[src/common/snake_pkg.sv]
package snake_pkg;

    // Segment index, A through G
    typedef logic [2:0] seg_idx_t;

    // One bit per segment, bit i is segment i
    typedef logic [6:0] seg_mask_t;

    localparam int NUM_SEGS = 7;

    localparam seg_idx_t SEG_A = 3'd0;
    localparam seg_idx_t SEG_B = 3'd1;
    localparam seg_idx_t SEG_C = 3'd2;
    localparam seg_idx_t SEG_D = 3'd3;
    localparam seg_idx_t SEG_E = 3'd4;
    localparam seg_idx_t SEG_F = 3'd5;
    localparam seg_idx_t SEG_G = 3'd6;

    // Consecutive high samples before a button counts as pressed
    localparam int DEBOUNCE_LEN = 4;

    // About half a second at 100 MHz
    localparam int HALF_TICK_CYCLES_DEFAULT = 50_000_000;

    localparam int INIT_SECONDS = 3;
    localparam int FALL_HALF_TICKS = 1;

    // Shared phase tick counter must hold the larger of the two limits
    localparam int TICK_CNT_MAX = (INIT_SECONDS > FALL_HALF_TICKS) ?
                                  INIT_SECONDS : FALL_HALF_TICKS;
    localparam int TICK_CNT_W = $clog2(TICK_CNT_MAX + 1);

    typedef logic [TICK_CNT_W-1:0] tick_cnt_t;

    typedef enum logic [1:0] {
        RIGHT,
        LEFT,
        UP,
        DOWN
    } heading_e;

    typedef enum logic [1:0] {
        PH_INIT,
        PH_MOVE,
        PH_FALL
    } phase_e;

    // One-cycle press strobes
    typedef struct packed {
        logic right;
        logic left;
        logic up;
        logic down;
    } btn_evt_t;

    typedef struct packed {
        seg_idx_t seg;
        heading_e head;
    } walk_t;

endpackage

[src/hw/button_conditioner.sv]
`timescale 1ns/1ps

module button_conditioner (
    input  logic                 clk,
    input  logic                 rst,
    input  logic                 right,
    input  logic                 left,
    input  logic                 up,
    input  logic                 down,
    output snake_pkg::btn_evt_t  evt
);

    localparam int NUM_BTNS = $bits(snake_pkg::btn_evt_t);
    localparam int LEN = snake_pkg::DEBOUNCE_LEN;

    logic [NUM_BTNS-1:0] btn_raw;
    logic [NUM_BTNS-1:0] press;

    // Same order as the fields of btn_evt_t
    assign btn_raw = {right, left, up, down};

    for (genvar i = 0; i < NUM_BTNS; i++) begin : g_lane
        logic [LEN-1:0] samples;
        logic           level;
        logic           level_q;

        // Debounced level is high once the whole window is high
        assign level = &samples;

        always_ff @(posedge clk or posedge rst) begin
            if (rst) begin
                samples <= '0;
                level_q <= 1'b0;
            end else begin
                samples <= {samples[LEN-2:0], btn_raw[i]};
                level_q <= level;
            end
        end

        assign press[i] = level & ~level_q;
    end

    assign evt = snake_pkg::btn_evt_t'(press);

endmodule

[src/hw/snake_top.sv]
`timescale 1ns/1ps

module snake_top #(
    parameter int CYCLES_PER_HALF = snake_pkg::HALF_TICK_CYCLES_DEFAULT
) (
    input  logic                 clk,
    input  logic                 rst,
    input  logic                 right,
    input  logic                 left,
    input  logic                 up,
    input  logic                 down,
    output snake_pkg::seg_mask_t seg,
    output logic                 init,
    output logic                 move,
    output logic                 fall,
    output snake_pkg::heading_e  pos
);

    snake_pkg::btn_evt_t  evt;
    snake_pkg::phase_e    phase;
    snake_pkg::walk_t     walk;
    snake_pkg::seg_mask_t visited;
    logic                 all_visited;
    logic                 half_tick;
    logic                 sec_tick;

    button_conditioner button_conditioner_i (
        .clk   (clk),
        .rst   (rst),
        .right (right),
        .left  (left),
        .up    (up),
        .down  (down),
        .evt   (evt)
    );

    tick_gen #(
        .CYCLES_PER_HALF (CYCLES_PER_HALF)
    ) tick_gen_i (
        .clk       (clk),
        .rst       (rst),
        .half_tick (half_tick),
        .sec_tick  (sec_tick)
    );

    snake_phase_ctrl snake_phase_ctrl_i (
        .clk         (clk),
        .rst         (rst),
        .evt         (evt),
        .half_tick   (half_tick),
        .sec_tick    (sec_tick),
        .all_visited (all_visited),
        .phase       (phase)
    );

    segment_walker segment_walker_i (
        .clk         (clk),
        .rst         (rst),
        .evt         (evt),
        .phase       (phase),
        .walk        (walk),
        .visited     (visited),
        .all_visited (all_visited)
    );

    segment_display segment_display_i (
        .clk       (clk),
        .rst       (rst),
        .phase     (phase),
        .walk      (walk),
        .visited   (visited),
        .half_tick (half_tick),
        .seg       (seg)
    );

    assign init = (phase == snake_pkg::PH_INIT);
    assign move = (phase == snake_pkg::PH_MOVE);
    assign fall = (phase == snake_pkg::PH_FALL);
    assign pos  = walk.head;

endmodule

[src/hw/tick_gen.sv]
`timescale 1ns/1ps

module tick_gen #(
    parameter int CYCLES_PER_HALF = snake_pkg::HALF_TICK_CYCLES_DEFAULT
) (
    input  logic clk,
    input  logic rst,
    output logic half_tick,
    output logic sec_tick
);

    localparam int CNT_W = (CYCLES_PER_HALF > 1) ? $clog2(CYCLES_PER_HALF) : 1;
    localparam logic [CNT_W-1:0] CNT_LAST = CNT_W'(CYCLES_PER_HALF - 1);

    logic [CNT_W-1:0] cnt;
    logic             odd_half;

    assign half_tick = (cnt == CNT_LAST);

    // Every second half-tick is also a second tick
    assign sec_tick = half_tick & odd_half;

    always_ff @(posedge clk or posedge rst) begin
        if (rst) begin
            cnt      <= '0;
            odd_half <= 1'b0;
        end else begin
            if (half_tick) begin
                cnt      <= '0;
                odd_half <= ~odd_half;
            end else begin
                cnt <= cnt + CNT_W'(1);
            end
        end
    end

endmodule

[src/snake/segment_display.sv]
`timescale 1ns/1ps

module segment_display (
    input  logic                 clk,
    input  logic                 rst,
    input  snake_pkg::phase_e    phase,
    input  snake_pkg::walk_t     walk,
    input  snake_pkg::seg_mask_t visited,
    input  logic                 half_tick,
    output snake_pkg::seg_mask_t seg
);

    logic                 blink;
    snake_pkg::seg_mask_t cur_bit;
    snake_pkg::seg_mask_t lit;

    assign cur_bit = snake_pkg::seg_mask_t'(1) << walk.seg;

    // Blink phase only runs during fall
    always_ff @(posedge clk or posedge rst) begin
        if (rst) begin
            blink <= 1'b0;
        end else if (phase != snake_pkg::PH_FALL) begin
            blink <= 1'b0;
        end else if (half_tick) begin
            blink <= ~blink;
        end
    end

    always_comb begin
        if (phase == snake_pkg::PH_FALL) begin
            lit = visited ^ (blink ? cur_bit : '0);
        end else begin
            // Walk sits on G throughout init
            lit = cur_bit;
        end
    end

    // Segments are active low
    assign seg = ~lit;

endmodule

[src/snake/segment_walker.sv]
`timescale 1ns/1ps

module segment_walker (
    input  logic                 clk,
    input  logic                 rst,
    input  snake_pkg::btn_evt_t  evt,
    input  snake_pkg::phase_e    phase,
    output snake_pkg::walk_t     walk,
    output snake_pkg::seg_mask_t visited,
    output logic                 all_visited
);

    localparam snake_pkg::walk_t WALK_START = '{seg: snake_pkg::SEG_G, head: snake_pkg::LEFT};

    snake_pkg::walk_t     next_walk;
    snake_pkg::seg_mask_t cur_bit;

    assign cur_bit = snake_pkg::seg_mask_t'(1) << walk.seg;
    assign all_visited = &visited;

    // Walk table, each chain ordered right, left, up for priority
    always_comb begin
        next_walk = walk;
        case (walk.seg)
            snake_pkg::SEG_A: begin
                if (walk.head == snake_pkg::RIGHT && evt.right) begin
                    next_walk = '{seg: snake_pkg::SEG_B, head: snake_pkg::DOWN};
                end else if (walk.head == snake_pkg::LEFT && evt.left) begin
                    next_walk = '{seg: snake_pkg::SEG_F, head: snake_pkg::DOWN};
                end
            end
            snake_pkg::SEG_B: begin
                if (walk.head == snake_pkg::DOWN && evt.right) begin
                    next_walk = '{seg: snake_pkg::SEG_G, head: snake_pkg::LEFT};
                end else if (walk.head == snake_pkg::UP && evt.left) begin
                    next_walk = '{seg: snake_pkg::SEG_A, head: snake_pkg::LEFT};
                end else if (walk.head == snake_pkg::DOWN && evt.up) begin
                    next_walk = '{seg: snake_pkg::SEG_C, head: snake_pkg::DOWN};
                end
            end
            snake_pkg::SEG_C: begin
                if (walk.head == snake_pkg::DOWN && evt.right) begin
                    next_walk = '{seg: snake_pkg::SEG_D, head: snake_pkg::DOWN};
                end else if (walk.head == snake_pkg::UP && evt.left) begin
                    next_walk = '{seg: snake_pkg::SEG_G, head: snake_pkg::LEFT};
                end else if (walk.head == snake_pkg::UP && evt.up) begin
                    next_walk = '{seg: snake_pkg::SEG_B, head: snake_pkg::UP};
                end
            end
            snake_pkg::SEG_D: begin
                if (walk.head == snake_pkg::LEFT && evt.right) begin
                    next_walk = '{seg: snake_pkg::SEG_E, head: snake_pkg::UP};
                end else if (walk.head == snake_pkg::RIGHT && evt.left) begin
                    next_walk = '{seg: snake_pkg::SEG_C, head: snake_pkg::UP};
                end
            end
            snake_pkg::SEG_E: begin
                if (walk.head == snake_pkg::UP && evt.right) begin
                    next_walk = '{seg: snake_pkg::SEG_G, head: snake_pkg::RIGHT};
                end else if (walk.head == snake_pkg::DOWN && evt.left) begin
                    next_walk = '{seg: snake_pkg::SEG_D, head: snake_pkg::RIGHT};
                end else if (walk.head == snake_pkg::UP && evt.up) begin
                    next_walk = '{seg: snake_pkg::SEG_F, head: snake_pkg::UP};
                end
            end
            snake_pkg::SEG_F: begin
                if (walk.head == snake_pkg::UP && evt.right) begin
                    next_walk = '{seg: snake_pkg::SEG_A, head: snake_pkg::RIGHT};
                end else if (walk.head == snake_pkg::DOWN && evt.left) begin
                    next_walk = '{seg: snake_pkg::SEG_G, head: snake_pkg::RIGHT};
                end
            end
            snake_pkg::SEG_G: begin
                if (walk.head == snake_pkg::RIGHT && evt.right) begin
                    next_walk = '{seg: snake_pkg::SEG_C, head: snake_pkg::DOWN};
                end else if (walk.head == snake_pkg::LEFT && evt.right) begin
                    next_walk = '{seg: snake_pkg::SEG_F, head: snake_pkg::UP};
                end else if (walk.head == snake_pkg::RIGHT && evt.left) begin
                    next_walk = '{seg: snake_pkg::SEG_B, head: snake_pkg::UP};
                end else if (walk.head == snake_pkg::LEFT && evt.left) begin
                    next_walk = '{seg: snake_pkg::SEG_E, head: snake_pkg::DOWN};
                end
            end
            default: begin
                next_walk = WALK_START;
            end
        endcase
    end

    always_ff @(posedge clk or posedge rst) begin
        if (rst) begin
            walk    <= WALK_START;
            visited <= '0;
        end else begin
            case (phase)
                snake_pkg::PH_MOVE: begin
                    walk    <= next_walk;
                    visited <= '0;
                end
                // Mark where the walk stands, the new segment lands next cycle
                snake_pkg::PH_FALL: begin
                    walk    <= next_walk;
                    visited <= visited | cur_bit;
                end
                default: begin
                    walk    <= WALK_START;
                    visited <= '0;
                end
            endcase
        end
    end

endmodule

[src/snake/snake_phase_ctrl.sv]
`timescale 1ns/1ps

module snake_phase_ctrl (
    input  logic                clk,
    input  logic                rst,
    input  snake_pkg::btn_evt_t evt,
    input  logic                half_tick,
    input  logic                sec_tick,
    input  logic                all_visited,
    output snake_pkg::phase_e   phase
);

    localparam snake_pkg::tick_cnt_t INIT_LAST =
        snake_pkg::tick_cnt_t'(snake_pkg::INIT_SECONDS - 1);
    localparam snake_pkg::tick_cnt_t FALL_LAST =
        snake_pkg::tick_cnt_t'(snake_pkg::FALL_HALF_TICKS - 1);

    snake_pkg::tick_cnt_t tick_cnt;

    always_ff @(posedge clk or posedge rst) begin
        if (rst) begin
            phase    <= snake_pkg::PH_INIT;
            tick_cnt <= '0;
        end else begin
            case (phase)
                snake_pkg::PH_INIT: begin
                    // Count second ticks until init is over
                    if (sec_tick) begin
                        if (tick_cnt == INIT_LAST) begin
                            phase    <= snake_pkg::PH_MOVE;
                            tick_cnt <= '0;
                        end else begin
                            tick_cnt <= tick_cnt + snake_pkg::tick_cnt_t'(1);
                        end
                    end
                end

                snake_pkg::PH_MOVE: begin
                    if (evt.down) begin
                        phase    <= snake_pkg::PH_FALL;
                        tick_cnt <= '0;
                    end
                end

                snake_pkg::PH_FALL: begin
                    // Only half ticks with a full mask count
                    if (half_tick && all_visited) begin
                        if (tick_cnt == FALL_LAST) begin
                            phase    <= snake_pkg::PH_INIT;
                            tick_cnt <= '0;
                        end else begin
                            tick_cnt <= tick_cnt + snake_pkg::tick_cnt_t'(1);
                        end
                    end
                end

                default: begin
                    phase    <= snake_pkg::PH_INIT;
                    tick_cnt <= '0;
                end
            endcase
        end
    end

endmodule

[config.mk]
export PLATFORM = sky130hd
export DESIGN_NAME = snake_top
export DESIGN_NICKNAME = d
export VERILOG_FILES = /design/src/common/snake_pkg.sv /design/src/hw/button_conditioner.sv /design/src/hw/snake_top.sv /design/src/hw/tick_gen.sv /design/src/snake/segment_display.sv /design/src/snake/segment_walker.sv /design/src/snake/snake_phase_ctrl.sv
export SDC_FILE = /design/constraint.sdc
export NUM_CORES = 1
export LEC_CHECK = 0
export BUFFER_PORTS_ARGS = -buffer_cell sky130_fd_sc_hd__buf_2
export CAP_MARGIN = 40
export CORE_MARGIN = 1.5
export CORE_UTILIZATION = 65
export DETAILED_ROUTE_END_ITERATION = 12
export GPL_ROUTABILITY_DRIVEN = 0
export PLACE_DENSITY = 0.8
export SYNTH_ARGS = -nofsm -noshare
export SYNTH_HDL_FRONTEND = slang
export SYNTH_SLANG_ARGS = --single-unit
[constraint.sdc]
create_clock -name clk -period 4.1 [get_ports clk]
set_input_delay 0.41 -clock clk [delete_from_list [all_inputs] [get_ports clk]]
set_output_delay 0.41 -clock clk [all_outputs]
set_load 0.1 [all_outputs]
* Word level (Yosys, flattened, before mapping)
Cells that the tools add are included.
Operators by class: $add $sub $neg 2, equality and inequality tests 26, shifts and indexed selects 1, mux-type cells 39, bitwise gates (word level) 14, reduce and logical (&&, ||, !) cells 25
Operators with widths (number):
- 5-bit 2-to-1 mux | 20
- 5-bit case mux with 7 select lines | 1
- 26-bit by 1-bit adder with 26-bit output (second input constant) | 1
- 26-bit equality test (second input constant) | 1
- 26-bit 2-to-1 mux | 1
- 7-bit 2-to-1 mux | 3
- 2-bit 2-to-1 mux | 10
- 4-bit AND reduction | 4
- 5-bit by 2-bit != test with 1-bit output (second input constant) | 3
- 7-bit AND reduction | 2
- 4-bit by 2-bit != test with 1-bit output (second input constant) | 3
- 2-bit case mux with 3 select lines | 2
- 1-bit logical AND | 11
- 2-bit by 1-bit != test with 1-bit output (second input constant) | 5
- 3-bit equality test (second input constant) | 3
- 2-bit equality test (second input constant) | 4
- 7-bit NOT | 1
- 7-bit OR | 1
- 1-bit by 3-bit left shift with 7-bit output (first input constant) | 1
- 7-bit bitwise XOR | 1
- 3-bit by 2-bit equality test with 1-bit output (second input constant) | 2
- 2-bit logical NOT | 3
- 6-bit by 2-bit != test with 1-bit output (second input constant) | 1
- 1-bit NOT | 6
- 11 further kinds | 17
Word-level totals: flip-flop bits (word level) 64, input port bits 6, word-level logic and storage cells 123

* Longest topological paths before layout
depth in word-level cells 9, depth in mapped cells 8, mapped depth without buffers 7

* By module
Synthesis repeated with hierarchy kept, for this count alone.
Unflattened totals: cell total of the unflattened synthesis 360, area, all modules 3593.4 sq um
By module, submodules not included:
- tick_gen | instances 1, cells an instance 137, area an instance 1367.6 sq um
- segment_walker | instances 1, cells an instance 127, area an instance 1014.7 sq um
- button_conditioner | instances 1, cells an instance 29, area an instance 604.3 sq um
- segment_display | instances 1, cells an instance 36, area an instance 297.8 sq um
- snake_phase_ctrl | instances 1, cells an instance 28, area an instance 290.3 sq um
- snake_top | instances 1, cells an instance 3, area an instance 18.8 sq um

* Least setup slack after synthesis
No wires, ideal clock.
path kind register to output, start point register snake_phase_ctrl_i.phase[0], end point output seg[1], arrival 3.515 ns, slack 0.175 ns, cell stages (with the launch flop) 7, cell sequence dfrtp_1 -> inv_1 -> ha_1 -> clkbuf_1 -> clkbuf_1 -> o21ai_0 -> a32oi_1
On the way: longest elaborated chain between the ends 3
Ends and longest elaborated chain:
- start, declared | RTL line snake_phase_ctrl.sv:10 | output snake_pkg::phase_e phase
- start signal, assigned | RTL line snake_phase_ctrl.sv:22 | phase <= snake_pkg::PH_INIT;
- start signal, assigned | RTL line snake_phase_ctrl.sv:30 | phase <= snake_pkg::PH_MOVE;
- start signal, assigned | RTL line snake_phase_ctrl.sv:40 | phase <= snake_pkg::PH_FALL;
- 2-bit equality test
- via fall | RTL line snake_top.sv:15 | output logic fall,
- 7-bit 2-to-1 mux | RTL line segment_display.sv:31 | if (phase == snake_pkg::PH_FALL) begin
- 7-bit NOT | RTL line segment_display.sv:40 | assign seg = ~lit;
- end, declared | RTL line snake_top.sv:12 | output snake_pkg::seg_mask_t seg,
The timed path passes the listed nets, and every way through them passes these cells.

* Worst setup path after layout
start point register segment_walker_i.walk[2] (netlist name), end point output seg[3]
On the way: longest elaborated chain between the ends 5
Ends and longest elaborated chain:
- 1-bit by 3-bit left shift with 7-bit output * | RTL line segment_display.sv:17 | assign cur_bit = snake_pkg::seg_mask_t'(1) << walk.seg;
- 7-bit 2-to-1 mux | RTL line segment_display.sv:32 | lit = visited ^ (blink ? cur_bit : '0);
- 7-bit bitwise XOR | RTL line segment_display.sv:32
- 7-bit 2-to-1 mux * | RTL line segment_display.sv:31
- 7-bit NOT * | RTL line segment_display.sv:40
Mark *: on every way between the ends. The rest lies on a longest branch, timed or not.

==> impl_metrics.json <==
{
  "status": "completed",
  "area_growth_pct": 9.47,
  "rows": 25,
  "grt.met2_usage_pct": 41.6,
  "synth_nets": 350,
  "synth_warnings": 0,
  "route.vias.total": 2548,
  "cts_resized": 0,
  "drtIter0Drc": 290,
  "yosysSeqAreaShare_pct": 48.0,
  "nFillCells": 360,
  "gr-total-overflow": 0,
  "dr.pass1.iters": 6,
  "maxClockFrequency_ghz": 0.340,
  "met3_usage_pct": 6.56,
  "netlist_instances": 336,
  "clk-insertion-delay-late_ps": 340,
  "start_util_pct": 68.9,
  "die_y_um": 74.7,
  "fp.dieArea_um2": 5580,
  "worst_ep_required_time_ps": 3690,
  "hold_viol_final": 0,
  "fin_crit_sh_pct": 71.8,
  "worstPathCellList": "inv_1 -> nor3_1 -> nand2_1 -> a32oi_1 -> buf_2",
  "power_density_nw_per_um2": 348,
  "holdCritPathClass": "input pin to async pin",
  "path_class": "flip-flop to output port",
  "grt_pass1_wl_um": 11300,
  "grt_most_used_layer": "met2",
  "cts_buffer_depth": 2,
  "synth_top_cell_by_area": "dfrtp_1",
  "cts_sinks": 64,
  "slowest_delay_ps": 640,
  "cts_hold_buf": 0,
  "fin_nets": 360,
  "io_buffers": 17,
  "seq_area_um2": 1610,
  "grt_util_met1_pct": 38.1,
  "synth_area_per_cell_um2": 9.95,
  "antenna_cells": 0,
  "crit_path_top_delay_cell": "dfrtp_1",
  "synthArstFlopShare_pct": 100,
  "drt_wl_total_um": 6800,
  "groute.usage.overall_pct": 27.4,
  "core_area_um2": 4850,
  "cts_buffers": 9,
  "multi_input_comb_area_um2": 1600,
  "cts_setup_buffers": 0,
  "start_kind": "flip-flop",
  "synth.area.top_cells": "dfrtp_1, nor2_1, xnor2_1",
  "peakVddDrop_mv": 0.275,
  "setup_violations": 0,
  "tightestPinTransition_ps": 753,
  "tns_ps": 0,
  "yosys_register_bits": 64,
  "rr_worst_depth": 6,
  "wl_per_cell_um": 16.3,
  "cts_tree": "yes",
  "cellLeakagePower_nw": 1.62,
  "cap_violations": 0,
  "post_dp_cell_area_um2": 3440,
  "path_clk_slew_ps": 70,
  "yosysTopAreaCellShare_pct": 45.7,
  "syn_area_um2": 3340,
  "fin_area_um2": 3660,
  "ios": 18,
  "synth_flop_cell": "dfrtp_1",
  "skew_ps": 10.5,
  "synth_edf_count": 0,
  "cp.arrival_ps": 2530,
  "slew_viol_final": 0,
  "relSlewSlack_pct": 49.6,
  "grt_max_degree": 35,
  "antenna_found_initial": 0,
  "post-dp-hpwl_um": 4540,
  "root_buffer": "clkbuf_8",
  "rsz0062_at_grt": "false",
  "p_total_mw": 1.27,
  "min_period_ps": 2940,
  "die_width_um": 74.7,
  "htree_levels": 3,
  "first_global_vias": 2387,
  "crit_fanout": 16,
  "layout-drive-gt1-share_pct": 13.7,
  "endpoint_kind": "output port",
  "yosysUniqueCellTypes": 61,
  "drc": 0,
  "routed_via_density": 6.10,
  "ant_nets": 0
}
[synthesized netlist by cell type, types with 7 or more instances]
master and number:
nand2_1 26, mux2i_1 10, nand2b_1 8, o21ai_0 14, inv_1 13, xnor2_1 15
and3_1 7, nor2_1 41, nand3_1 16, dfrtp_1 61, a21oi_1 7, nor3_1 7
clkbuf_1 14, ha_1 8, xor2_1 10
[per-layer routing]
metal	up-vias	wire, µm	part of all wire [%]
met4	0	148	2.2
met5	-	0	0
met3	21	393	5.8
met1	1226	3090	45
met2	103	3170	47
li1	1198	-	-
[worst paths after layout]
path	start	to	slack, ps
max in group asynchronous	rst	segment_walker_i.walk[4]	3070
max	segment_walker_i.walk[2]	seg[3]	1160
min in group clk	down	button_conditioner_i.g_lane[0].samples[0]	170
max reg2reg	tick_gen_i.cnt[0]	snake_phase_ctrl_i.phase[1]	1580
min reg2reg	button_conditioner_i.g_lane[0].samples[1]	button_conditioner_i.g_lane[0].samples[2]	370
min	rst	button_conditioner_i.g_lane[0].samples[0]	140
[cells by family (layout without fill, tap and decap cells)]
| family | count (synthesis) | in the layout | share of synthesized area (%) |
|---|---|---|---|
| buffers and inverters | 34 | 49 | 4.23 |
| AND/OR/NAND/NOR | 137 | 137 | 22.1 |
| adder cells (fa/ha/maj) | 8 | 8 | 3.00 |
| XOR/XNOR | 25 | 25 | 6.55 |
| AO/OA/AOI/OAI | 56 | 56 | 12.3 |
| multiplexers | 12 | 12 | 3.78 |
| flip-flops | 64 | 64 | 48.0 |
[placed cells by master (no fill, tap or decap), types with 2 or more instances in the layout]
cell,count
a21oi_1,7
a22oi_1,3
a31oi_1,3
a32oi_1,5
and3_1,7
and4_1,5
buf_2,17
buf_4,2
bufinv_16,2
clkbuf_8,10
clkinvlp_4,2
dfrtp_1,61
dfstp_2,3
ha_1,8
inv_1,12
mux2i_1,10
nand2_1,26
nand2b_1,8
nand3_1,16
nand3b_1,2
nand4_1,5
nand4_4,2
nor2_1,41
nor2b_1,5
nor3_1,7
nor3b_1,2
nor4_1,2
o211ai_1,2
o21ai_0,14
o22ai_1,3
o311a_1,2
xnor2_1,15
xor2_1,10
[layout make-up]
type	instances	area share [%]
Sequential cell	64	43.9
Clock inverter	5	2.19
Timing Repair Buffer	19	2.74
Inverter	14	1.44
Multi-Input combinational cell	238	43.6
Tap cell	67	2.29
Clock buffer	11	3.86
[worst max-delay path: cells and delay by family (launching register included)]
| family | cells | cell delay, ps |
|---|---|---|
| AOI/OAI and AO/OA | 1 | 220 |
| buffers and inverters | 2 | 690 |
| DFF | 1 | 640 |
| and+or+nand+nor | 2 | 640 |
[power by group]
group	switching, mW	total [mW]	internal, mW
logic	0.0192	0.0259	0.00666
registers	0.00495	0.645	0.640
clock network	0.245	0.602	0.358
[stage by stage]
| step | hold slack (ps) | util [%] | instances | setup WS (ps) |
|---|---|---|---|---|
| floorplan | 347 | - | 336 | 175 |
| global placement | 350 | 70.9 | 402 | 1660 |
| detailed placement | 355 | 70.9 | 402 | 1600 |
| CTS | 147 | 75.5 | 418 | 1230 |
| global route | 158 | 75.5 | 418 | 1010 |
| finish | 139 | 75.5 | 418 | 1160 |
[state kept, by name, indices dropped and copies added (netlist names)]
| register | count |
|---|---|
| button_conditioner_i.g_lane.level_q | 4 |
| button_conditioner_i.g_lane.samples | 16 |
| segment_display_i.blink | 1 |
| segment_walker_i.visited | 7 |
| segment_walker_i.walk | 5 |
| snake_phase_ctrl_i.phase | 2 |
| snake_phase_ctrl_i.tick_cnt | 2 |
| tick_gen_i.cnt | 26 |
| tick_gen_i.odd_half | 1 |
Power figures use the tool's default switching activity.
